<file path="config.mk">
export PLATFORM = sky130hd
export DESIGN_NAME = video_regs
export DESIGN_NICKNAME = d
export VERILOG_FILES = /design/src/hw/video_pkg.sv /design/src/hw/video_regs.sv
export SDC_FILE = /design/constraint.sdc
export NUM_CORES = 1
export LEC_CHECK = 0
export ABC_AREA = 1
export BUFFER_PORTS_ARGS = -buffer_cell sky130_fd_sc_hd__clkbuf_2
export CAP_MARGIN = 20
export CORE_AREA = 2 2 130 132
export CTS_CLUSTER_SIZE = 25
export DETAILED_ROUTE_END_ITERATION = 7
export DIE_AREA = 0 0 132 134
export PLACE_DENSITY = 0.68
export SLEW_MARGIN = 20
export SYNTH_ARGS = -nofsm -noshare
export SYNTH_HDL_FRONTEND = slang
export SYNTH_SLANG_ARGS = --single-unit
</file>
<file path="constraint.sdc">
create_clock -name clk -period 1.2 [get_ports clk]
set_input_delay 0.06 -clock clk [delete_from_list [all_inputs] [get_ports clk]]
set_output_delay 0.06 -clock clk [all_outputs]
set_load 0.02 [all_outputs]
</file>
<file path="src/hw/video_pkg.sv">
// video package with raster constants, register map and shared bus types
`default_nettype none

package video_pkg;

    // raster geometry in pixel ticks and lines
    localparam int H_TOTAL      = 80;
    localparam int H_VISIBLE    = 64;
    localparam int H_SYNC_START = 68;
    localparam int H_SYNC_END   = 72;
    localparam int V_TOTAL      = 48;
    localparam int V_VISIBLE    = 32;
    localparam int V_SYNC_START = 38;
    localparam int V_SYNC_END   = 40;

    // 32x32 tile map, coordinates wrap
    localparam int MAP_COLS = 32;

    // pixel value that lets the lower layer through
    localparam logic [3:0] TRANSPARENT = 4'd15;

    // register map, byte offsets of 32-bit words
    localparam logic [11:0] REG_HPOS1    = 12'h000;
    localparam logic [11:0] REG_VPOS1    = 12'h004;
    localparam logic [11:0] REG_HPOS2    = 12'h008;
    localparam logic [11:0] REG_VPOS2    = 12'h00C;
    localparam logic [11:0] REG_BASE1    = 12'h010;
    localparam logic [11:0] REG_BASE2    = 12'h014;
    localparam logic [11:0] REG_LAYER_EN = 12'h018;
    localparam logic [11:0] PAL_BASE     = 12'h100;
    localparam int          PAL_WORDS    = 32;

    typedef struct packed {
        logic        psel;
        logic        penable;
        logic        pwrite;
        logic [11:0] paddr;
        logic [31:0] pwdata;
    } apb_req_t;

    typedef struct packed {
        logic        pready;
        logic        pslverr;
        logic [31:0] prdata;
    } apb_rsp_t;

    // one scroll layer's setup
    typedef struct packed {
        logic        en;
        logic [15:0] hpos;
        logic [15:0] vpos;
        logic [15:0] vram_base;
    } layer_cfg_t;

    typedef struct packed {
        logic        we;
        logic [4:0]  index;
        logic [11:0] rgb;
    } pal_wr_t;

    typedef struct packed {
        logic [8:0] hdump;
        logic [7:0] vdump;
        logic [7:0] vrender;
        logic       hb;
        logic       vb;
        logic       hs;
        logic       vs;
        logic       start;
    } raster_t;

    typedef struct packed {
        logic        cs;
        logic [22:0] addr;
    } vram_req_t;

    typedef struct packed {
        logic        ok;
        logic [15:0] data;
    } vram_rsp_t;

    typedef struct packed {
        logic        cs;
        logic [22:0] addr;
        logic        half;
    } rom_req_t;

    typedef struct packed {
        logic        ok;
        logic [31:0] data;
    } rom_rsp_t;

    typedef enum logic [1:0] {
        IDLE,
        MAP_RD,
        ROM_RD,
        NEXT
    } fetch_state_t;

endpackage

`default_nettype wire
</file>
<file path="src/hw/video_regs.sv">
// video register block, APB slave for layer setup and palette writes
`default_nettype none
`timescale 1ns/1ns

module video_regs import video_pkg::*; (
    input  wire logic       clk,
    input  wire logic       reset,
    input  wire apb_req_t   apb_req,
    output apb_rsp_t        apb_rsp,
    output layer_cfg_t      layer1,
    output layer_cfg_t      layer2,
    output pal_wr_t         pal_wr
);

logic        access;
logic        wr_en;
logic        pal_hit;
logic        reg_hit;
logic [31:0] rdata;

assign access = apb_req.psel & apb_req.penable;
assign wr_en  = access & apb_req.pwrite;

// palette words sit in their own window, word aligned only
assign pal_hit = (apb_req.paddr >= PAL_BASE) &&
                 (apb_req.paddr < PAL_BASE + 12'(4 * PAL_WORDS)) &&
                 (apb_req.paddr[1:0] == 2'b00);

always_comb begin
    rdata   = '0;
    reg_hit = 1'b1;
    case (apb_req.paddr)
        REG_HPOS1:    rdata = 32'(layer1.hpos);
        REG_VPOS1:    rdata = 32'(layer1.vpos);
        REG_HPOS2:    rdata = 32'(layer2.hpos);
        REG_VPOS2:    rdata = 32'(layer2.vpos);
        REG_BASE1:    rdata = 32'(layer1.vram_base);
        REG_BASE2:    rdata = 32'(layer2.vram_base);
        REG_LAYER_EN: rdata = {30'd0, layer2.en, layer1.en};
        // palette reads back as zero
        default:      reg_hit = 1'b0;
    endcase
end

assign apb_rsp.pready  = access;
assign apb_rsp.pslverr = access & ~(reg_hit | pal_hit);
assign apb_rsp.prdata  = rdata;

always_ff @(posedge clk) begin
    if (reset) begin
        layer1 <= '0;
        layer2 <= '0;
        pal_wr <= '0;
    end else begin
        // palette entries live in the mixer, pass writes on as a pulse
        pal_wr.we    <= wr_en & pal_hit;
        pal_wr.index <= apb_req.paddr[6:2];
        pal_wr.rgb   <= apb_req.pwdata[11:0];
        if (wr_en) begin
            case (apb_req.paddr)
                REG_HPOS1: layer1.hpos      <= apb_req.pwdata[15:0];
                REG_VPOS1: layer1.vpos      <= apb_req.pwdata[15:0];
                REG_HPOS2: layer2.hpos      <= apb_req.pwdata[15:0];
                REG_VPOS2: layer2.vpos      <= apb_req.pwdata[15:0];
                REG_BASE1: layer1.vram_base <= apb_req.pwdata[15:0];
                REG_BASE2: layer2.vram_base <= apb_req.pwdata[15:0];
                REG_LAYER_EN: begin
                    layer1.en <= apb_req.pwdata[0];
                    layer2.en <= apb_req.pwdata[1];
                end
                default: ;
            endcase
        end
    end
end

endmodule

`default_nettype wire

</file>
-- After elaboration in Yosys (flattened, before gate mapping)
Cells that the tools add are included.
- register bits: 116
- word-level logic and storage cells: 39
- output and inout port bits: 150
- muxes and demuxes: 2
- reduce and logical (&&, ||, !) cells: 12
- order comparisons: 2
- eq/ne operators: 6
- bitwise logic cells: 6
- operators by type and width (kind ; count):
    $pmux 16 s7 ; 1
    $eq 12x5->1 const B ; 3
    $eq 12x4->1 const B ; 2
    $reduce_and 2->1 ; 7
    $eq 12x3->1 const B ; 1
    $ge 12x9->1 const B ; 1
    $logic_not 12->1 ; 1
    $lt 12x9->1 const B ; 1
    $reduce_or 7->1 ; 1
    $and 1x1->1 ; 4
    $logic_and 1x1->1 ; 2
    $logic_not 2->1 ; 1
    $mux 1 ; 1
    $not 1->1 ; 1
    $or 1x1->1 ; 1

-- Depth between registers and ports, before layout
- depth after elaboration: 6
- depth in mapped cells: 10
- gate-level depth less buffers: 9

-- Worst setup path after synthesis
OpenSTA, ideal clock, no wires.
- kind: input port to output port
- start: in apb_req[38] (netlist bit)
- end: out apb_rsp[32] (netlist bit)
- required time: 1.140 ns
- data arrival time: 1.183 ns
- stages on the path: 8
- path slack: -0.043 ns
- cell sequence: nor2_1 -> nand2_1 -> nor2_4 -> buf_4 -> buf_6 -> o21ai_0 -> nand3_1 -> nor3_1
- RTL lines (item ; RTL line ; source):
    from (decl) ; video_regs.sv:8 ; input wire apb_req_t apb_req,
    to (decl) ; video_regs.sv:9 ; output apb_rsp_t apb_rsp,

==> metrics.md <==
| Metric | Value |
|---|---|
| Status | `finished, violations left` |
| Failing checks | `negative setup slack` |
| Leak pwr | `4.50 nW` |
| Clk_lat worst skew | `around 420 ps` |
| Commonest non-fill, non-tap cell in the layout | `nand2_1` |
| Routed len/inst | `14.5 um` |
| Worst EP required | `1140 ps` |
| Initial antenna violation count | `0` |
| Pre-Repair DR Iteration Count | `5` |
| Crit Path Class | `in2out` |
| Fin crit period | `1420 ps` |
| Die height | `134 um` |
| Port Buffers | `166` |
| Utilization after layout | `52.0%` |
| Post-synth EDFFs | `0` |
| Via Count | `approximately 6200` |
| Hold path start | `apb_req[12]` |
| R2R Setup Slk | `~460 ps` |
| Critical R2R Capture | `layer2[34]` |
| Core ar. | `16300 um^2` |
| Placed Area | `~6900 um^2` |
| CP endpoint kind | `primary output` |
| Residual DRC | `0` |
| CTS tree | `yes` |
| Fin crit share | `118%` |
| Cell Int Power | `7.39 mW` |
| Worst Setup Start Kind | `input pin` |
| Yosys warnings | `0` |
| Hold path depth | `3` |
| Grt ovf | `0` |
| Setup ws final | `-220 ps` |
| Most frequent cells in the layout | `nand2_1, nor2_1, clkbuf_2` |
| Max-cap viol count | `0` |
| Slew Limit Fails | `0` |
| Area growth syn-to-layout | `51.6%` |
| Gate power share | `around 6.3%` |
| Hold Path End | `layer2[28]` |
| FP Rows | `47` |
| Fraction of layout cells with a size suffix above 1 | `31.1%` |
| Register area share after synthesis | `41.6%` |
| Worst hold path class | `in2reg` |
| Design area | `approximately 8500 um^2` |
| Sw power | `2.15 mW` |
| Initial DRC count | `around 420` |
| #FFs+latches synth | `between 100 and 150` |
| Final Hold Vio Count | `0` |
| Reg clk slew, reported paths | `approximately 50 ps` |
| Clk pwr share | `53.0%` |
| Post-Syn Area | `5580 um^2` |
| Worst reg2reg path depth | `5` |
| Sw Ratio | `22.6%` |
| Yosys cell types | `23` |
| Starting density of the core | `around a third` |
| Power per Cell Area | `between 1000 and 1500 nW/um^2` |
| Chip width | `132 um` |
| Total power | `9.55 mW` |
| CTS buffer count | `17` |
| Reg2reg start | `layer2[34]` |
| Root buffer selected by CTS | `clkbuf_16` |
| Async SR Flop Fraction | `0%` |
| Final setup vio count | `17` |
| Maximum fanout along the worst path | `9` |
| Worst EP arrival | `approximately 1400 ps` |
| Sink Count | `116` |
| Largest net degree at the start of global routing | `between 40 and 50` |
| Longest Clk Path Bufs | `2` |
| Maximum vdd ir drop | `around 0.001 V` |
| Routability cong. | `0.857` |
| Global-route wire length before repair | `slightly below 30000 um` |
| # nets final | `approximately 1200` |
| Seq pwr share | `40.8%` |
| Number of global-route vias before repair | `5496` |
| Synth Flop Type | `dfxtp_1` |
| Layout Skew | `0 ps` |
| Die area | `17700 um^2` |
| Total track usage | `21.5%` |
| Syn avg cell area | `6.26 um^2` |
| Top Ports | `just under 200` |
| RSZ-0062 raised after global routing | `yes` |
| Vias/cell | `approximately 4.5` |
| ANT cells | `0` |
| Dpl hpwl | `13100 um` |
| Routed Antenna Nets | `0` |
| Synth Instances | `892` |
| Htree depth | `4` |
| Routed WL | `just under 20000 um` |
| Peak Freq | `704 MHz` |
## cell families after synthesis
group / Yosys count / share of synthesized area (%)
other: 1 / 0.0672
AND/OR/NAND/NOR: 563 / 41.1
buffers and inverters: 171 / 13.6
flip-flops: 116 / 41.6
AO/OA/AOI/OAI: 41 / 3.68
## stage by stage
step / setup TNS [ps] / hold slack (ps) / setup slack (ps) / std cells
6_report: -3060 / 35.9 / -220 / 1357
5_1_grt: -4660 / 35.4 / -288 / 1357
4_1_cts: -2750 / 10.6 / -195 / 1351
3_5_place_dp: -21710 / 356 / -324 / 1282
3_3_place_gp: -20570 / 359 / -315 / 1282
2_1_floorplan: 0 / 167 / 37.9 / 907
## metal layers
layer | track usage [%] | wire (um) | vias to the layer above
li1 | - | - | 3128
met2 | 32.1 | 8810 | 225
met3 | 5.44 | 1330 | 23
met4 | 7.37 | 318 | 0
met5 | 0 | 0 | -
met1 | 30.3 | 9180 | 2796
## layout make-up
type,instances,area (um^2)
Tap cell,220,275
Fill cell,1618,7830
Inverter,111,417
Clock inverter,4,70.1
Sequential cell,116,2340
Clock buffer,26,509
Timing Repair Buffer,260,2020
Multi-Input combinational cell,620,2830
## Yosys cell counts, types with 4 or more instances
cell type,number,area (um^2)
nand4_1,19,119
nand2_1,236,886
nand3_1,59,295
inv_2,4,15.0
buf_2,20,100
nor2_2,5,31.3
dfxtp_1,116,2320
inv_1,107,402
buf_4,18,135
o21ai_1,5,25.0
clkbuf_1,17,63.8
a21oi_1,20,100
nor2_1,234,878
o21ai_0,16,80.1
## sequential cells by signal, indices dropped and copies added (netlist names)
name	count
layer2	49
pal_wr	18
layer1	49
## critical path, stage by stage
cell and delay, ps:
buf_6 100, nor2_4 130, nand2_4 80, nor2_4 190
buf_8 190, clkbuf_16 160, nand3_1 60, o21ai_1 100
nor2_1 70, nand2_1 70, clkbuf_8 140
## worst max path at each step
| stage | from | end | slack, ps | cells past startpoint |
|---|---|---|---|---|
| 2_1_floorplan | apb_req[38] | apb_rsp[13] | 40 | 9 |
| 3_3_place_gp | apb_req[38] | apb_rsp[6] | -320 | 12 |
| 3_5_place_dp | apb_req[38] | apb_rsp[2] | -320 | 11 |
| 4_1_cts | apb_req[39] | apb_rsp[15] | -200 | 10 |
| 5_1_grt | apb_req[43] | apb_rsp[2] | -290 | 11 |
| 6_report | apb_req[43] | apb_rsp[9] | -220 | 11 |
## power by group through the flow
| stage | logic [mW] | clock network, mW | registers (mW) |
|---|---|---|---|
| 2_1_floorplan | 0.233 | 0 | 4.01 |
| 3_3_place_gp | 0.490 | 0 | 3.97 |
| 3_5_place_dp | 0.492 | 0 | 3.97 |
| 4_1_cts | 0.566 | 5.13 | 3.89 |
| 5_1_grt | 0.642 | 5.30 | 3.89 |
| 6_report | 0.598 | 5.06 | 3.89 |
## repair_timing
action | in CTS | in global routing
hold buffers | 23 | 0
endpoints found under the hold margin | 38 | 0
cloned | 2 | 5
pin swaps | 27 | 11
buffers inserted | 15 | 1
endpoints found under the setup margin | 17 | 40
resized for setup | 98 | 62
(Power assumes the default switching activity.)
