`src/hw/video_pkg.sv`:
```
// video package with raster constants, register map and shared bus types
`default_nettype none

package video_pkg;

    // raster geometry in pixel ticks and lines
    localparam int H_TOTAL      = 80;
    localparam int H_VISIBLE    = 64;
    localparam int H_SYNC_START = 68;
    localparam int H_SYNC_END   = 72;
    localparam int V_TOTAL      = 48;
    localparam int V_VISIBLE    = 32;
    localparam int V_SYNC_START = 38;
    localparam int V_SYNC_END   = 40;

    // 32x32 tile map, coordinates wrap
    localparam int MAP_COLS = 32;

    // pixel value that lets the lower layer through
    localparam logic [3:0] TRANSPARENT = 4'd15;

    // register map, byte offsets of 32-bit words
    localparam logic [11:0] REG_HPOS1    = 12'h000;
    localparam logic [11:0] REG_VPOS1    = 12'h004;
    localparam logic [11:0] REG_HPOS2    = 12'h008;
    localparam logic [11:0] REG_VPOS2    = 12'h00C;
    localparam logic [11:0] REG_BASE1    = 12'h010;
    localparam logic [11:0] REG_BASE2    = 12'h014;
    localparam logic [11:0] REG_LAYER_EN = 12'h018;
    localparam logic [11:0] PAL_BASE     = 12'h100;
    localparam int          PAL_WORDS    = 32;

    typedef struct packed {
        logic        psel;
        logic        penable;
        logic        pwrite;
        logic [11:0] paddr;
        logic [31:0] pwdata;
    } apb_req_t;

    typedef struct packed {
        logic        pready;
        logic        pslverr;
        logic [31:0] prdata;
    } apb_rsp_t;

    // one scroll layer's setup
    typedef struct packed {
        logic        en;
        logic [15:0] hpos;
        logic [15:0] vpos;
        logic [15:0] vram_base;
    } layer_cfg_t;

    typedef struct packed {
        logic        we;
        logic [4:0]  index;
        logic [11:0] rgb;
    } pal_wr_t;

    typedef struct packed {
        logic [8:0] hdump;
        logic [7:0] vdump;
        logic [7:0] vrender;
        logic       hb;
        logic       vb;
        logic       hs;
        logic       vs;
        logic       start;
    } raster_t;

    typedef struct packed {
        logic        cs;
        logic [22:0] addr;
    } vram_req_t;

    typedef struct packed {
        logic        ok;
        logic [15:0] data;
    } vram_rsp_t;

    typedef struct packed {
        logic        cs;
        logic [22:0] addr;
        logic        half;
    } rom_req_t;

    typedef struct packed {
        logic        ok;
        logic [31:0] data;
    } rom_rsp_t;

    typedef enum logic [1:0] {
        IDLE,
        MAP_RD,
        ROM_RD,
        NEXT
    } fetch_state_t;

endpackage

`default_nettype wire
```
`src/hw/video_colmix.sv`:
```
// video colour mixer, palette lookup with fixed layer priority and aligned sync
`default_nettype none
`timescale 1ns/1ns

module video_colmix import video_pkg::*; (
    input  wire logic       clk,
    input  wire logic       reset,
    input  wire logic       cen8,
    input  wire raster_t    raster,
    input  wire logic       en1,
    input  wire logic       en2,
    input  wire logic [3:0] pxl1,
    input  wire logic [3:0] pxl2,
    input  wire pal_wr_t    pal_wr,
    output logic [7:0]      red,
    output logic [7:0]      green,
    output logic [7:0]      blue,
    output logic            hb,
    output logic            vb,
    output logic            hs,
    output logic            vs
);

logic [11:0] pal [PAL_WORDS];
logic [4:0]  idx;
logic [11:0] col;
// hb, vb, hs, vs one tick behind the raster
logic [3:0]  sync_d1;

// layer 1 on top, then layer 2, then backdrop
always_comb begin
    if (en1 && pxl1 != TRANSPARENT) begin
        idx = {1'b0, pxl1};
    end else if (en2 && pxl2 != TRANSPARENT) begin
        idx = {1'b1, pxl2};
    end else begin
        idx = {1'b0, TRANSPARENT};
    end
end

assign col = pal[idx];

always_ff @(posedge clk) begin
    if (reset) begin
        for (int i = 0; i < PAL_WORDS; i++) begin
            pal[i] <= '0;
        end
    end else if (pal_wr.we) begin
        pal[pal_wr.index] <= pal_wr.rgb;
    end
end

always_ff @(posedge clk) begin
    if (reset) begin
        sync_d1 <= '0;
        {hb, vb, hs, vs} <= '0;
        red   <= '0;
        green <= '0;
        blue  <= '0;
    end else if (cen8) begin
        sync_d1 <= {raster.hb, raster.vb, raster.hs, raster.vs};
        {hb, vb, hs, vs} <= sync_d1;
        // black during blanking, nibbles repeated to 8 bits
        if (sync_d1[3] || sync_d1[2]) begin
            red   <= '0;
            green <= '0;
            blue  <= '0;
        end else begin
            red   <= {col[11:8], col[11:8]};
            green <= {col[7:4], col[7:4]};
            blue  <= {col[3:0], col[3:0]};
        end
    end
end

endmodule

`default_nettype wire

```
`config.mk`:
```
export PLATFORM = sky130hd
export DESIGN_NAME = video_colmix
export DESIGN_NICKNAME = d
export VERILOG_FILES = /design/src/hw/video_pkg.sv /design/src/hw/video_colmix.sv
export SDC_FILE = /design/constraint.sdc
export NUM_CORES = 1
export LEC_CHECK = 0
export BUFFER_PORTS_ARGS = -buffer_cell sky130_fd_sc_hd__buf_4
export CAP_MARGIN = 20
export CORE_UTILIZATION = 40
export CTS_BUF_LIST = sky130_fd_sc_hd__clkbuf_8 sky130_fd_sc_hd__clkbuf_16
export DETAILED_ROUTE_END_ITERATION = 8
export SYNTH_ARGS = -nofsm -noshare
export SYNTH_HDL_FRONTEND = slang
export SYNTH_SLANG_ARGS = --single-unit
export TNS_END_PERCENT = 30
```
`constraint.sdc`:
```
create_clock -name clk -period 5.5 [get_ports clk]
set_input_delay 1.65 -clock clk [delete_from_list [all_inputs] [get_ports clk]]
set_output_delay 1.65 -clock clk [all_outputs]
set_load 0.02 [all_outputs]
```
## Word level (Yosys, flattened, before mapping)

Memory sizes are Yosys's and may differ from the RTL's.
Index checks and enable logic that the tools add are counted.

- Memories: 1
- Bits in writable memories: 384
- Word-level logic and storage cells: 28
- Input bits: 61
- Register bits after elaboration: 32
- Output and inout port bits: 28

- Reduce and logical (&&, ||, !) cells: 4
- Mux-type cells: 13
- Eq/ne operators: 2

Memories:

| memory | words | bits a word | read ports | clocked after memory_dff | write ports | RTL line | source |
|---|---|---|---|---|---|---|---|
| pal | 32 | 12 | 1 | 0 | 32 | video_colmix.sv:24 | `logic [11:0] pal [PAL_WORDS];` |

Operators with widths:

| operator | number |
|---|---|
| $mux 8 | 3 |
| $mux 5 | 3 |
| $mux 12 | 1 |
| $reduce_or 12->1 | 1 |
| $ne 4x4->1 const B | 2 |
| $mux 1 | 6 |
| $logic_and 1x1->1 | 2 |
| $logic_or 1x1->1 | 1 |

## Depth between registers and ports, before layout

An unclocked memory read counts as a cell.

- Depth in word-level cells: 6
- Mapped depth: 11
- Gate-level depth less buffers: 7

## Worst setup path before layout

No wires, ideal clock.

- Path kind: in2reg
- Start point: input pxl1[1]
- End point: register blue[5]
- Setup slack: 2.173 ns
- Data arrival time: 3.263 ns
- Data required time: 5.436 ns
- Library setup time: 0.064 ns
- Stages: 8
- Path buffers: 2
- Cells stage by stage: buf_2 and4_4 a211o_1 or3_4 or3_1 buf_2 nand3b_1 nand4_1

- Cells in the longest elaborated chain, start to end: 5

RTL lines:

| what | RTL line | source |
|---|---|---|
| start: declaration | video_colmix.sv:12 | `input wire logic [3:0] pxl1,` |
| $ne 4x4->1 | video_colmix.sv:32 | `if (en1 && pxl1 != TRANSPARENT) begin` |
| $logic_and 1x1->1 | video_colmix.sv:32 |  |
| $mux 5 * | video_colmix.sv:32 |  |
| $mem_v2 32x12 * | n/a |  |
| $mux 8 * | video_colmix.sv:64 | `if (sync_d1[3] \|\| sync_d1[2]) begin` |
| end signal: assignment | video_colmix.sv:71 | `blue <= {col[3:0], col[3:0]};` |
| end: declaration | video_colmix.sv:17 | `output logic [7:0] blue,` |

Mark *: on every way between the ends. The rest lies on a longest branch, timed or not.
A chain may end at the register's enable or synchronous reset.

## Final worst setup path

- Start point: input en1
- End point: register red[6]

- Cells in the longest elaborated chain, start to end: 4

RTL lines:

| what | RTL line | source |
|---|---|---|
| start: declaration | video_colmix.sv:10 | `input wire logic en1,` |
| $logic_and 1x1->1 | video_colmix.sv:32 |  |
| $mux 5 | video_colmix.sv:32 |  |
| $mem_v2 32x12 | n/a |  |
| $mux 8 | video_colmix.sv:64 |  |
| end signal: assignment | video_colmix.sv:69 | `red <= {col[11:8], col[11:8]};` |
| end: declaration | video_colmix.sv:15 | `output logic [7:0] red,` |

Every way passes these cells.

==> flow_summary_export.csv <==
group,metric,value,unit
outcome,outcome,"finished clean",
timing,worst_slew_pin_slew,1.06,ns
drt,wl_met2,24900,um
cts,cts_setup_buffers,0,
critical_path,path_class,"in2reg",
critical_path,crit_path_start,"en1",
timing,fmax,248,MHz
timing,grt_setup_unrepaired,"false",
floorplan,row_count,79,
synth,syn_nets,1858,
power_and_ir_drop,comb_power_share,9.7,%
critical_path,cp_slowest_cell,"o22a_4",
drt,avgRoutedWirePerCell,21.6,um
critical_path,cp_slowest_stage_delay,0.89,ns
layout,final_util,45.7,%
drt,wl_met3,3740,um
drt,drtIter0Drc,1306,
cts,cts_buffers,44,
timing,hold_viol,0,
critical_path,r2r_slack,2.51,ns
power_and_ir_drop,internal-power,5.33,mW
placed_design,hpwl,32300,um
global_routing,grt_pass1_wl,77600,um
power_and_ir_drop,switching_share,24.4,%
power_and_ir_drop,p_total,7.05,mW
critical_path,critPathRequiredTime,5.92,ns
power_and_ir_drop,power_leakage,8.06,nW
floorplan,initial_core_util,40.9,%
synth,syn_avg_cell_area,10.7,sq um
synth,ys_seq_area_share,62.1,%
timing,maxSlewViolCount,0,
critical_path,crit_cells,8,
placed_design,placement.io_buffers,62,
cts,htreeDepth,2,
synth,synthArstFlopShare,0,%
drt,wirelength,52500,um
critical_path,rr_endpoint,"blue[3]",
layout,multi_input_area,6580,sq um
synth,synth_area,19200,sq um
synth,synth_seq_cells,404,
layout,fin_cells,2429,
synth,ys.flop_type,"edfxtp_1",
layout,nNetsFinal,1851,
power_and_ir_drop,p_per_area,329,nW/um^2
drt,antenna_left,0,
critical_path,crit_chain,"buf_4, nor2b_2, o22a_4, mux2i_1, and3_1, nor3_1, o21ai_1, a2111oi_2",
layout,fillers,4289,
power_and_ir_drop,vdd_drop_max,0.190,mV
timing,max_slew_margin,29.3,%
floorplan,core_area,47000,sq um
global_routing,grt_usage,21.3,%
synth,syn_inst,1797,
placed_design,place_congestion,0.890,
layout,final_common_cell,"and2_1",
cts,clk_latency,0.57,ns
drt,met1_length,22000,um
power_and_ir_drop,pwr-share-seq,50.9,%
global_routing,overflow,0,
cts,cts-root-buf,"clkbuf_16",
floorplan,die-area,48900,sq um
timing,finalClockSkew,0.0184,ns
timing,tns,0,ns
critical_path,cp_top_family,"compound AO/OA/AOI/OAI gates",
power_and_ir_drop,net-switching-power,1.72,mW
cts,tritoncts,"done",
drt,drc,0,
drt,routed.top_layer,"met5",
synth,synth_cell_types,54,
drt,avgViaCountPerCell,5.37,
layout,drive_gt1_share,11.4,%
placed_design,placed_cells,2350,
critical_path,cp-end-kind,"flop",
floorplan,die_x,221,um
flow_run,cap_violations,0,
cts,clk_path_buf_depth,3,
global_routing,grt_pass1_vias,12473,
floorplan,ios,89,
timing,fin_crit_sh,73.4,%
power_and_ir_drop,p_clk_share,39.3,%
worst_hold_path,hold_path.class,"reg2reg",
cts,clkTransAtPathRegs,0.06,ns
cts,cts_resized,0,
critical_path,crit_fanout,74,
global_routing,antenna_found_initial,5,
critical_path,cp_num_buf_inv,1,
layout,final_area,21400,sq um
critical_path,setup.worst_path.end,"red[6]",
critical_path,worstRegToRegCells,5,
synth,synth_edf_count,384,
drt,firstDrtPassIters,7,
cts,ctsHoldBuffers,0,
global_routing,grt_max_degree,135,
layout,area_growth,11.7,%
cts,cts_sinks,404,
placed_design,placement.cell_area,20100,sq um
layout,seq_area,11900,sq um
critical_path,r2r-start,"sync_d1[3]",
layout,final_cell_mix,"and2_1 (385), edfxtp_1 (384), nand2_1 (379)",
drt,num_vias,13048,
critical_path,cp_data_arrival_time,4.46,ns
critical_path,critPathLaunchType,"input pin",
synth,yosys_warnings,0,
floorplan,die_h,221,um
timing,setup_viol,0,
timing,period_needed,4.04,ns
[Yosys cell counts (2+ instances only)]
cell type    n  area share, %
and2_1     385             13
edfxtp_1   384             60
nand2_1    379            7.4
nand3_1    185            4.8
clkbuf_1    91            1.8
nor2_1      60            1.2
a21oi_1     37           0.96
buf_2       34           0.89
or2_2       32            1.0
dfxtp_1     20            2.1
buf_4       17           0.66
nand3b_1    15           0.59
nand4_1     14           0.46
mux2i_1     13           0.68
a32oi_1     11           0.50
buf_1       11           0.21
o22a_1      11           0.50
or4_1       10           0.39
nor3_1       9           0.23
o21ai_0      8           0.21
and3_1       6           0.20
nand2b_1     6           0.20
nor2b_1      6           0.20
o21ai_1      5           0.13
or3_1        4           0.13
buf_6        3           0.18
inv_1        3          0.059
o2111ai_1    3           0.14
o211ai_1     3           0.12
o221ai_1     3           0.14
or3b_2       3           0.14
a2111oi_0    2          0.091
a41o_1       2           0.10
o22ai_1      2          0.065
[sequential cells by signal, summed over array words and instances (netlist names)]
register and cells:
vb 1, sync_d1 4, hb 1, hs 1, pal 384, red 4
vs 1, blue 4, green 4
[tightest hold or removal path, stage by stage (launching register included)]
cell and delay, ns:
dfxtp_1 0.32, mux2i_1 0.07, nor2_1 0.07
[metrics by stage]
step	hold WS (ns)	setup slack (ns)
floorplan	0.460	2.17
finish	0.497	1.46
detailed placement	0.487	0.952
CTS	0.502	1.53
global route	0.527	1.29
global placement	0.475	0.966
[power by group through the flow]
stage	registers, mW	clock network (mW)	logic, mW
6_report	3.59	2.77	0.686
3_5_place_dp	3.65	0	0.687
3_3_place_gp	3.65	0	0.679
2_1_floorplan	3.65	0	0.429
4_1_cts	3.59	2.81	0.688
5_1_grt	3.61	2.92	0.747
[metal layers]
layer	GRT usage, %	up-vias
met5	0	-
met4	8.28	2
met3	3.93	89
met2	34.6	439
met1	28.3	6381
li1	-	6137
[how the worst min path moves through the flow]
stage | cells past startpoint | startpoint | slack [ns] | end
after floorplan | 2 | sync_d1[0] | 0.46 | sync_d1[0]
after global placement | 2 | sync_d1[1] | 0.47 | hs
after detailed placement | 2 | hs | 0.49 | hs
after CTS | 2 | hs | 0.50 | hs
after global routing | 2 | hb | 0.53 | hb
final | 2 | sync_d1[0] | 0.50 | sync_d1[0]
[layout make-up]
type,instances,area share [%]
diodes,2,0.0233
clock buffers,51,5.63
clock inverters,25,0.601
inverters,3,0.0525
multi-input cells,1234,30.7
flip-flops and latches,404,55.6
well taps,607,3.54
repair buffers,103,3.84
[kinds of logic after synthesis]
family | count (synthesis) | synth area share (%)
simple gates | 1123 | 29.9
flops | 404 | 62.1
buf+inv | 159 | 3.78
compound gates | 98 | 3.51
mux | 13 | 0.677
(Power assumes the default switching activity.)
