--- src/hw/video_pkg.sv ---
// video package with raster constants, register map and shared bus types
`default_nettype none

package video_pkg;

    // raster geometry in pixel ticks and lines
    localparam int H_TOTAL      = 80;
    localparam int H_VISIBLE    = 64;
    localparam int H_SYNC_START = 68;
    localparam int H_SYNC_END   = 72;
    localparam int V_TOTAL      = 48;
    localparam int V_VISIBLE    = 32;
    localparam int V_SYNC_START = 38;
    localparam int V_SYNC_END   = 40;

    // 32x32 tile map, coordinates wrap
    localparam int MAP_COLS = 32;

    // pixel value that lets the lower layer through
    localparam logic [3:0] TRANSPARENT = 4'd15;

    // register map, byte offsets of 32-bit words
    localparam logic [11:0] REG_HPOS1    = 12'h000;
    localparam logic [11:0] REG_VPOS1    = 12'h004;
    localparam logic [11:0] REG_HPOS2    = 12'h008;
    localparam logic [11:0] REG_VPOS2    = 12'h00C;
    localparam logic [11:0] REG_BASE1    = 12'h010;
    localparam logic [11:0] REG_BASE2    = 12'h014;
    localparam logic [11:0] REG_LAYER_EN = 12'h018;
    localparam logic [11:0] PAL_BASE     = 12'h100;
    localparam int          PAL_WORDS    = 32;

    typedef struct packed {
        logic        psel;
        logic        penable;
        logic        pwrite;
        logic [11:0] paddr;
        logic [31:0] pwdata;
    } apb_req_t;

    typedef struct packed {
        logic        pready;
        logic        pslverr;
        logic [31:0] prdata;
    } apb_rsp_t;

    // one scroll layer's setup
    typedef struct packed {
        logic        en;
        logic [15:0] hpos;
        logic [15:0] vpos;
        logic [15:0] vram_base;
    } layer_cfg_t;

    typedef struct packed {
        logic        we;
        logic [4:0]  index;
        logic [11:0] rgb;
    } pal_wr_t;

    typedef struct packed {
        logic [8:0] hdump;
        logic [7:0] vdump;
        logic [7:0] vrender;
        logic       hb;
        logic       vb;
        logic       hs;
        logic       vs;
        logic       start;
    } raster_t;

    typedef struct packed {
        logic        cs;
        logic [22:0] addr;
    } vram_req_t;

    typedef struct packed {
        logic        ok;
        logic [15:0] data;
    } vram_rsp_t;

    typedef struct packed {
        logic        cs;
        logic [22:0] addr;
        logic        half;
    } rom_req_t;

    typedef struct packed {
        logic        ok;
        logic [31:0] data;
    } rom_rsp_t;

    typedef enum logic [1:0] {
        IDLE,
        MAP_RD,
        ROM_RD,
        NEXT
    } fetch_state_t;

endpackage

`default_nettype wire
--- src/hw/video_timing.sv ---
// video timing generator, raster counters with blanking, sync and line start
`default_nettype none
`timescale 1ns/1ns

module video_timing import video_pkg::*; (
    input  wire logic   clk,
    input  wire logic   reset,
    input  wire logic   cen8,
    output raster_t     raster
);

logic [8:0] h_next;
logic [7:0] v_next;
raster_t    nxt;

// counter advance for the coming pixel tick
always_comb begin
    h_next = raster.hdump + 9'd1;
    v_next = raster.vdump;
    if (raster.hdump == 9'(H_TOTAL - 1)) begin
        h_next = '0;
        if (raster.vdump == 8'(V_TOTAL - 1)) begin
            v_next = '0;
        end else begin
            v_next = raster.vdump + 8'd1;
        end
    end
end

// everything derived from the next count so all fields move together
always_comb begin
    nxt.hdump = h_next;
    nxt.vdump = v_next;
    if (v_next == 8'(V_TOTAL - 1)) begin
        nxt.vrender = '0;
    end else begin
        nxt.vrender = v_next + 8'd1;
    end
    nxt.hb    = h_next >= 9'(H_VISIBLE);
    nxt.vb    = v_next >= 8'(V_VISIBLE);
    nxt.hs    = (h_next >= 9'(H_SYNC_START)) && (h_next < 9'(H_SYNC_END));
    nxt.vs    = (v_next >= 8'(V_SYNC_START)) && (v_next < 8'(V_SYNC_END));
    nxt.start = h_next == '0;
end

always_ff @(posedge clk) begin
    if (reset) begin
        raster.hdump   <= '0;
        raster.vdump   <= '0;
        raster.vrender <= 8'd1;
        raster.hb      <= 1'b0;
        raster.vb      <= 1'b0;
        raster.hs      <= 1'b0;
        raster.vs      <= 1'b0;
        // hdump is zero out of reset, so a line begins here
        raster.start   <= 1'b1;
    end else if (cen8) begin
        raster <= nxt;
    end
end

endmodule

`default_nettype wire

--- config.mk ---
export PLATFORM = sky130hd
export DESIGN_NAME = video_timing
export DESIGN_NICKNAME = d
export VERILOG_FILES = /design/src/hw/video_pkg.sv /design/src/hw/video_timing.sv
export SDC_FILE = /design/constraint.sdc
export NUM_CORES = 1
export LEC_CHECK = 0
export BUFFER_PORTS_ARGS = -buffer_cell sky130_fd_sc_hd__buf_2
export CAP_MARGIN = 40
export CORE_ASPECT_RATIO = 0.75
export CORE_MARGIN = 2
export CORE_UTILIZATION = 29
export CTS_CLUSTER_DIAMETER = 30
export DETAILED_ROUTE_END_ITERATION = 10
export MAX_ROUTING_LAYER = met4
export PLACE_DENSITY = 0.5
export SLEW_MARGIN = 20
export SYNTH_ARGS = -nofsm -noshare
export SYNTH_HDL_FRONTEND = slang
export SYNTH_SLANG_ARGS = --single-unit
--- constraint.sdc ---
create_clock -name clk -period 3 [get_ports clk]
set_input_delay 0.45 -clock clk [delete_from_list [all_inputs] [get_ports clk]]
set_output_delay 0.45 -clock clk [all_outputs]
set_load 0.01 [all_outputs]
Word level (Yosys, flattened, before mapping)
Index checks and enable logic that the tools add are counted.

word-level totals
  logic and storage cells = 27
  RAM bits = 0
  memories kept = 0
  register bits after elaboration = 30
  ROM bits = 0
  latch bits = 0

cells by class
  eq/ne operators = 3
  $lt $le $gt $ge = 6
  shift-type cells = 0
  $mul = 0
  add/subtract/negate cells = 3
  reductions and logical operators = 3
  multiplexer cells = 4
  bitwise gates (word level) = 0
  div/mod/pow operators = 0

operator list
  kind                                                  number
  two-way mux 8 bit                                     3
  >= comparator 9 x 7 -> 1 bit (second input constant)  2
  adder 8 x 1 -> 8 bit (second input constant)          2
  == test 8 x 6 -> 1 bit (second input constant)        2
  >= comparator 8 x 6 -> 1 bit (second input constant)  2
  adder 9 x 1 -> 9 bit (second input constant)          1
  == test 9 x 7 -> 1 bit (second input constant)        1
  logical NOT 9 bit                                     1
  < comparator 9 x 7 -> 1 bit (second input constant)   1
  two-way mux 9 bit                                     1
  < comparator 8 x 6 -> 1 bit (second input constant)   1
  logical AND 1 bit                                     2

Logic depth before layout (Yosys ltp)
Gate-level depths: netlist (run 1).

  depth after elaboration = 5
  depth in mapped cells = 12

Worst setup path after synthesis (run 1)
OpenSTA, ideal clock, no wires.

  kind = register -> register
  from = register raster[21] in the netlist's numbering
  to = register raster[10] in the netlist's numbering
  cell stages (with the launch flop) = 13
  required time = 2.868 ns
  path slack = 0.387 ns
  clock period less this slack = 2.613 ns
  setup time = 0.132 ns
  arrival time = 2.481 ns
  buffers on the path = 1
  path through = dfxtp_1 ha_1 and3_1 buf_6 nand3_2 or3_4 and2_1 inv_1 ha_1 nor3b_2 nand2_1 nand2_2 o31ai_2

RTL lines
  item                      RTL line            source
  start: declaration        video_timing.sv:9   output raster_t raster
  start signal: assignment  video_timing.sv:58  raster <= nxt;

==> flow_metrics.tcl, run 1 <==
set metrics [dict create \
    yosysMostFrequentCell "dfxtp_1" \
    synth_nets 231 \
    crit_fanout 8 \
    drt_wl_total_mm 5.19 \
    rsz0062_at_grt "false" \
    n_antenna_cell 0 \
    reg2reg_to "raster[8]" \
    dieArea_mm2 0.00728 \
    synth_top_area_share_pct 31.4 \
    overflow 0 \
    hold_viol 0 \
    syn_area_mm2 0.00192 \
    cts.sinks 30 \
    grt_start_max_net_pins 32 \
    start_util_pct 30.2 \
    vias_per_cell 5.14 \
    pwr-share-seq_pct 47.4 \
    finalCriticalPeriod_ns 2.74 \
    synth-seq-cells 30 \
    hp-start "raster[0]" \
    synth_area_per_cell_um2 8.55 \
    ant_nets 0 \
    min_path_type "reg2reg" \
    maxSlewHeadroom_pct 57.7 \
    path_class "reg2reg" \
    final_cells 340 \
    die_h_um 74.4 \
    met2_length_mm 1.95 \
    grt_pass1_vias 1619 \
    cpPeakStageDelay_ns 0.45 \
    netlist_instances 224 \
    switching_power_mw 0.254 \
    ios 33 \
    via_count 1749 \
    die_w_um 97.8 \
    final_core_util_pct 35.5 \
    critPathArrivalTime_ns 2.89 \
    worst_pin_slew_ns 0.634 \
    nNetsFinal 265 \
    yosysUniqueCellTypes 54 \
    power_density_mw_per_mm2 401 \
    synth.area.top_cells "dfxtp_1, nor2_1, a21oi_1, xnor2_1, a211oi_1" \
    syn2layout_area_growth_pct 17.6 \
    setup_viol 0 \
    antenna_found_initial 0 \
    fin_area_mm2 0.00225 \
    postCtsSetupBuffers 0 \
    synth-warning-count 0 \
    rows 25 \
    fin_skew_ns 0.00457 \
    max-cap-violations 0 \
    outcome "complete, no violations" \
    synth-seq-area-share_pct 31.4 \
    synth_enable_flop_cells 0 \
    worstPathRequired_ns 3.14 \
    min_period_over_period_pct 91.5 \
    insertion_delay_ns 0.28 \
    grt_pass1_wl_mm 8.74 \
    dpl.hpwl_mm 3.74 \
    share_comb_of_total_power_pct 14.4 \
    synth_commonest_cells "dfxtp_1, nor2_1, a21oi_1" \
    htreeDepth 2 \
    async_reset_ff_share_pct 0 \
    route.met3.wl_um 217 \
    clkPwrFrac_pct 38.2 \
    reg_top3 "raster (30)" \
    drive_gt1_share_pct 26.6 \
    fmax_mhz 364 \
    hold_ws_ns 0.462 \
    worstPathCellList "ha_1 -> and3_1 -> nand3_2 -> or3_4 -> and2_1 -> inv_1 -> ha_1 -> nor3b_2 -> nand2_1 -> nand4b_1 -> a21oi_1" \
    netSwitchingFraction_pct 28.1 \
    leakage_nw 0.885 \
    post-place-cells 332 \
    placed_cell_area_mm2 0.00216 \
    drv_slew 0 \
    yosysTopAreaCell "dfxtp_1" \
    ff2ff_path_depth 11 \
    critPathCaptureType "flop" \
    reg2reg_slack_ns 0.26 \
    cpMostUsedCell "ha_1" \
    cts_hold_buf 0 \
    core_mm2 0.00635 \
    drc 0 \
    cts_tree "done" \
    r2r_start "raster[21]" \
    numPortBuffers 32 \
    track_usage_pct 15.7 \
    cp_slowest_cell "dfxtp_1" \
    largest-register "raster" \
    hold_path_end "raster[0]" \
    clk_pin_slew_worst_paths_ns 0.07 \
    min_path_cells 2 \
    cp_top_family "simple AND/OR/NAND/NOR gates" \
    finalWeightedCongestion 0.781 \
    drtIter0Drc 92 \
    dr.pass1.iters 4 \
    synthFlopType "dfxtp_1" \
    peakVddDrop_v 0.000228 \
    ctsResizeCount 0 \
    cts_buffer_depth 2 \
    cts-buffers-inserted 5 \
    setup_tns_ns 0 \
    largest_register_ffs 30 \
    internal-power_mw 0.650 \
    cp.buffers_inverters 1 \
    wl_met1_mm 2.96 \
    avgRoutedWirePerCell_um 15.3 \
    top_layer "met4" \
    cts_root_buf "clkbuf_8" \
    worst_setup_path_start_kind "flop" \
]
==> per-layer routing <==
layer / vias to the layer above / track usage, %
met2: 35 / 19.9
met3: 8 / 3.38
met4: 0 / 4.17
met1: 823 / 24.3
met5: - / -
li1: 883 / -
==> per-stage QoR <==
step	total power [mW]	worst slack (ns)
2_1_floorplan	0.524	0.387
3_3_place_gp	0.567	0.363
3_5_place_dp	0.568	0.286
4_1_cts	0.916	0.260
5_1_grt	0.954	0.0349
6_report	0.904	0.256
==> layout by cell type, fill, tap and decap left out, types with 3 or more instances in the layout <==
| cell | n |
|---|---|
| a211oi_1 | 9 |
| a21oi_1 | 16 |
| and3_1 | 3 |
| buf_2 | 32 |
| buf_4 | 10 |
| clkbuf_8 | 6 |
| dfxtp_1 | 30 |
| ha_1 | 4 |
| inv_1 | 9 |
| mux2i_1 | 6 |
| nand2_1 | 14 |
| nand3_1 | 11 |
| nand4_1 | 5 |
| nor2_1 | 27 |
| nor2b_1 | 3 |
| nor3_1 | 6 |
| o21ai_0 | 6 |
| xnor2_1 | 8 |
| xor2_1 | 5 |
==> cell type report <==
class | count | area [um2]
repair buffers | 42 | 235
fillers | 688 | 4100
clock buffers | 6 | 82.6
clock inverters | 2 | 12.5
well taps | 81 | 101
flip-flops and latches | 30 | 601
multi-input cells | 170 | 1190
inverters | 9 | 33.8
==> how the worst max path moves through the flow <==
stage	startpoint	endpoint	slack [ns]	cells past startpoint
3_3_place_gp	raster[21]	raster[12]	0.36	11
4_1_cts	raster[21]	raster[8]	0.26	11
5_1_grt	raster[21]	raster[11]	0.03	11
2_1_floorplan	raster[21]	raster[10]	0.39	12
3_5_place_dp	raster[21]	raster[8]	0.29	11
6_report	raster[21]	raster[8]	0.26	11
==> tightest hold or removal path: stages (launching register included) <==
cell and delay [ns]:
dfxtp_1 0.33, a21oi_1 0.06, nand2_1 0.05
==> logic make-up after synthesis <==
| family | after synthesis | synth area share [%] |
|---|---|---|
| XOR/XNOR | 13 | 5.94 |
| adder cells (fa/ha/maj) | 4 | 2.61 |
| flip-flops | 30 | 31.4 |
| AO/OA/AOI/OAI | 50 | 18.4 |
| multiplexers | 6 | 3.14 |
| buffers and inverters | 24 | 6.73 |
| AND/OR/NAND/NOR | 97 | 31.9 |
==> power by group through the flow <==
stage                     sequential [mW]  combinational [mW]  clock [mW]
after floorplan                     0.444              0.0795           0
after global placement              0.437               0.130           0
after detailed placement            0.437               0.130           0
after CTS                           0.429               0.131       0.357
after global routing                0.431               0.145       0.378
final                               0.429               0.130       0.345
Power figures use the tool's default switching activity.
==> run 2: changes to the inputs <==
==> constraint.sdc (replaced) <==
create_clock -name clk -period 3.5 [get_ports clk]
set_input_delay 0.525 -clock clk [delete_from_list [all_inputs] [get_ports clk]]
set_output_delay 0.525 -clock clk [all_outputs]
set_load 0.01 [all_outputs]
==> run 2 against run 1 <==
Clock power increased by 29%; clock skew increased by 0.0016 ns; critical path depth did not move; global-route usage increased by 0.055 points; critical endpoint unchanged.
==> flow_metrics.tcl, run 2 (synthesis gave the netlist of run 1 again) <==
set metrics [dict create \
    drv_slew 0 \
    max-cap-violations 0 \
    grt_start_max_net_pins 32 \
    final_common_cell "buf_2" \
    crit_fanout 8 \
    vias_per_cell 5.19 \
    overflow 0 \
    critPathCaptureType "flop" \
    peakVddDrop_v 0.000185 \
    ctsResizeCount 0 \
    rsz0062_at_grt "false" \
    hold_ws_ns 0.458 \
    worst_pin_slew_ns 0.624 \
    pre_cts_slack_ns 0.597 \
    fmax_mhz 342 \
    leakage_nw 0.878 \
    cts.sinks 30 \
    final_cell_mix "buf_2, dfxtp_1, nor2_1" \
    fillers 673 \
    htreeDepth 2 \
    numPortBuffers 32 \
    power_density_mw_per_mm2 408 \
    netSwitchingFraction_pct 23.9 \
    clkPwrFrac_pct 48.4 \
    avgRoutedWirePerCell_um 15.5 \
    drt_wl_total_mm 5.19 \
    antenna_found_initial 0 \
    drtIter0Drc 105 \
    finalCriticalPeriod_ns 2.93 \
    cts-buffers-inserted 5 \
    worst_setup_path_start_kind "flop" \
    min_path_type "reg2reg" \
    insertion_delay_ns 0.29 \
    die_w_um 97.8 \
    largest_register_ffs 30 \
    ff2ff_path_depth 11 \
    grt_pass1_wl_mm 8.75 \
    critPathArrivalTime_ns 3.08 \
    hp-start "raster[11]" \
    drc 0 \
    hold_viol 0 \
    syn2layout_area_growth_pct 17.7 \
    core_mm2 0.00635 \
    drive_gt1_share_pct 24.9 \
    dieArea_mm2 0.00728 \
    setup_tns_ns 0 \
    reg_top3 "raster (30)" \
    cts_tree "done" \
    start_util_pct 30.2 \
    outcome "complete, no violations" \
    crit_start "raster[21]" \
    min_path_cells 2 \
    track_usage_pct 15.8 \
    cts_hold_buf 0 \
    switching_power_mw 0.220 \
    rows 25 \
    reg2reg_to "raster[8]" \
    clk_pin_slew_worst_paths_ns 0.07 \
    largest-register "raster" \
    grt_pass1_vias 1664 \
    min_period_over_period_pct 83.6 \
    share_comb_of_total_power_pct 11.2 \
    dr.pass1.iters 4 \
    via_count 1733 \
    finalWeightedCongestion 0.864 \
    cts_buffer_depth 2 \
    ant_nets 0 \
    maxSlewHeadroom_pct 58.4 \
    r2r_start "raster[21]" \
    layout_setup_ws_ns 0.574 \
    path_class "reg2reg" \
    worstPathRequired_ns 3.65 \
    pwr-share-seq_pct 40.4 \
    reg2reg_slack_ns 0.57 \
    internal-power_mw 0.700 \
    die_h_um 74.4 \
    setup_viol 0 \
    fin_skew_ns 0.00621 \
    ios 33 \
    cts_root_buf "clkbuf_8" \
    n_antenna_cell 0 \
    postCtsSetupBuffers 0 \
    hold_path_end "raster[11]" \
    nNetsFinal 259 \
    dpl.hpwl_mm 3.68 \
]
[run 2: power by group through the flow]
| stage | Combinational [mW] | Sequential [mW] | Clock, mW |
|---|---|---|---|
| floorplan | 0.0681 | 0.381 | 0 |
| global placement | 0.103 | 0.379 | 0 |
| detailed placement | 0.103 | 0.379 | 0 |
| CTS | 0.104 | 0.371 | 0.454 |
| global route | 0.117 | 0.373 | 0.470 |
| finish | 0.103 | 0.371 | 0.445 |
[run 2: cell type report]
cell class	count	area (um2)	area share, %
Clock buffer	6	82.6	3.66
Clock inverter	2	60.1	2.66
Inverter	9	33.8	1.50
Multi-Input combinational cell	170	1190	52.6
Sequential cell	30	601	26.6
Tap cell	81	101	4.50
Timing Repair Buffer	36	190	8.44
[run 2: worst max-delay path by stage]
stage	end	slack (ns)	depth (start not counted)
2_1_floorplan	raster[10]	0.89	12
3_3_place_gp	raster[12]	0.70	11
3_5_place_dp	raster[8]	0.60	11
4_1_cts	raster[8]	0.59	11
5_1_grt	raster[11]	0.25	11
6_report	raster[8]	0.57	11
[run 2: critical path, cell delays in order (launching register included)]
cell and delay [ns]:
dfxtp_1 0.45, ha_1 0.33, and3_1 0.35, nand3_2 0.16, or3_4 0.40, and2_1 0.18, inv_1 0.09, ha_1 0.19
nor3b_2 0.31, nand2_1 0.13, nand4b_1 0.13, a21oi_1 0.07
[run 2: metal layers]
layer / vias to the layer above / GRT usage [%] / share of wire, %
li1: 872 / - / -
met1: 793 / 23.9 / 56
met2: 61 / 19.9 / 37
met3: 7 / 3.57 / 5.7
met4: 0 / 5.56 / 1.4
met5: - / - / 0
[run 2: per-stage QoR]
stage	instance area, um2	util (%)	instances	power [mW]
floorplan	1920	-	224	0.449
global placement	2110	33.3	326	0.482
detailed placement	2110	33.3	326	0.482
CTS	2250	35.5	334	0.929
global route	2250	35.5	334	0.961
finish	2250	35.5	334	0.919
==> run 3: changes to the inputs <==
--- a/config.mk
+++ b/config.mk
@@ -13,7 +13,7 @@
 export CTS_CLUSTER_DIAMETER = 30
 export DETAILED_ROUTE_END_ITERATION = 10
 export MAX_ROUTING_LAYER = met4
-export PLACE_DENSITY = 0.5
+export PLACE_DENSITY = 0.51
 export SLEW_MARGIN = 20
 export SYNTH_ARGS = -nofsm -noshare
 export SYNTH_HDL_FRONTEND = slang
==> constraint.sdc (replaced) <==
create_clock -name clk -period 2.41 [get_ports clk]
set_input_delay 0.3615 -clock clk [delete_from_list [all_inputs] [get_ports clk]]
set_output_delay 0.3615 -clock clk [all_outputs]
set_load 0.01 [all_outputs]
==> run 3 against run 2 <==
Sequential power grew 43%; sequential share of layout area shrank 1.8 points; clock power shrank 2%; die area is the same; critical endpoint is now raster[9]; largest power group is now registers.
==> flow_metrics.tcl, run 3 (synthesis gave the netlist of run 1 again) <==
set metrics [dict create \
    outcome "complete, no violations" \
    dr.pass1.iters 4 \
    antenna_found_initial 0 \
    switching_power_mw 0.331 \
    critPathCaptureType "flop" \
    r2r_start "raster[25]" \
    setup_viol 0 \
    worst_pin_slew_ns 0.705 \
    max-cap-violations 0 \
    n_antenna_cell 0 \
    cts_buffer_depth 2 \
    finalWeightedCongestion 0.799 \
    path_class "reg2reg" \
    cts.sinks 30 \
    vias_per_cell 4.99 \
    rows 25 \
    grt_pass1_vias 1741 \
    crit_fanout 5 \
    fmax_mhz 440 \
    numPortBuffers 32 \
    start_util_pct 30.2 \
    htreeDepth 2 \
    die_w_um 97.8 \
    total_power_mw 1.15 \
    fillers 670 \
    final_cells 358 \
    dieArea_mm2 0.00728 \
    core_mm2 0.00635 \
    final_core_util_pct 38.4 \
    overflow 0 \
    hp-start "raster[10]" \
    finalCriticalPeriod_ns 2.27 \
    largest-register "raster" \
    crit_start "raster[25]" \
    drive_gt1_share_pct 35.4 \
    hold_viol 0 \
    drv_slew 0 \
    cts_hold_buf 0 \
    clk_pin_slew_worst_paths_ns 0.07 \
    drc 0 \
    track_usage_pct 16.7 \
    cts-buffers-inserted 5 \
    leakage_nw 0.984 \
    peakVddDrop_v 0.000198 \
    grt_pass1_wl_mm 9.18 \
    ios 33 \
    grt_start_max_net_pins 32 \
    reg_top3 "raster (30)" \
    cts_tree "done" \
    critPathArrivalTime_ns 2.42 \
    worst_setup_path_start_kind "flop" \
    pwr-share-seq_pct 46.0 \
    die_h_um 74.4 \
    min_path_type "reg2reg" \
    fin_skew_ns 0.00813 \
    internal-power_mw 0.824 \
    share_comb_of_total_power_pct 16.1 \
    final_cell_mix "buf_2, buf_4, nor2_1" \
    maxSlewHeadroom_pct 52.6 \
    worstPathRequired_ns 2.56 \
    insertion_delay_ns 0.29 \
    drt_wl_total_mm 5.35 \
    syn2layout_area_growth_pct 27.4 \
    ant_nets 0 \
    final_common_cell "buf_2" \
    placed_cell_area_mm2 0.00231 \
    drtIter0Drc 104 \
    min_period_over_period_pct 94.2 \
    via_count 1785 \
    netSwitchingFraction_pct 28.6 \
    post-place-cells 350 \
    cts_root_buf "clkbuf_8" \
    postCtsSetupBuffers 0 \
    largest_register_ffs 30 \
    dpl.hpwl_mm 3.83 \
    clkPwrFrac_pct 37.9 \
    power_density_mw_per_mm2 473 \
    fin_area_mm2 0.00244 \
    nNetsFinal 283 \
    avgRoutedWirePerCell_um 14.9 \
]
[run 3: cell count changes in the layout (fill, tap and decap cells not counted), sizes merged]
cell      previous run  this run
clkinv               0         1
clkinvlp             0         1
bufinv               2         0
buf                 36        60
[run 3: worst paths after layout]
kind         slack [ns]    endpoint  cells after the start
max                0.14   raster[9]                     10
min                0.46  raster[10]                      2
max reg2reg        0.14   raster[9]                     10
min reg2reg        0.46  raster[10]                      2
[run 3: through the flow]
step	setup TNS, ns	setup slack (ns)	hold WS, ns
final	0	0.139	0.463
after global routing	-0.0152	-0.0152	0.491
after CTS	0	0.0642	0.472
after detailed placement	0	0.0836	0.455
after global placement	0	0.121	0.446
after floorplan	0	0.00529	0.486
[run 3: cell type report]
type / instances / area [um2] / area share (%)
timing repair buffer: 60 / 370 / 15.2
inverter: 9 / 36.3 / 1.49
sequential: 30 / 606 / 24.8
clock inverter: 2 / 12.5 / 0.513
clock buffer: 6 / 82.6 / 3.38
tap: 81 / 101 / 4.15
multi-input combinational: 170 / 1230 / 50.5
[run 3: critical path, stage by stage, from the launching register on]
cell	delay, ns
dfxtp_2	0.34
nor4b_4	0.31
nand3_2	0.12
or3_4	0.40
and2_4	0.16
inv_4	0.06
ha_4	0.13
nor3b_4	0.26
o21ai_1	0.11
a21oi_1	0.17
nor3_1	0.06
[run 3: power groups by stage]
stage / Sequential (mW) / Clock [mW] / Combinational (mW)
after CTS: 0.531 / 0.453 / 0.182
final: 0.531 / 0.438 / 0.185
after global placement: 0.542 / 0 / 0.182
after floorplan: 0.555 / 0 / 0.102
after detailed placement: 0.542 / 0 / 0.181
after global routing: 0.534 / 0.483 / 0.207
[run 3: repair_timing]
item	4_1_cts	5_1_grt
gates resized for setup	0	10
endpoints found under the hold margin	0	0
endpoints found under the setup margin	0	6
[run 3: layer usage]
metal / up-vias / global-route usage (%) / wire [um]
met2: 43 / 21.2 / 1960
met5: - / - / 0
met1: 825 / 24.8 / 3100
met3: 4 / 5.26 / 226
met4: 0 / 4.48 / 59
li1: 913 / - / -
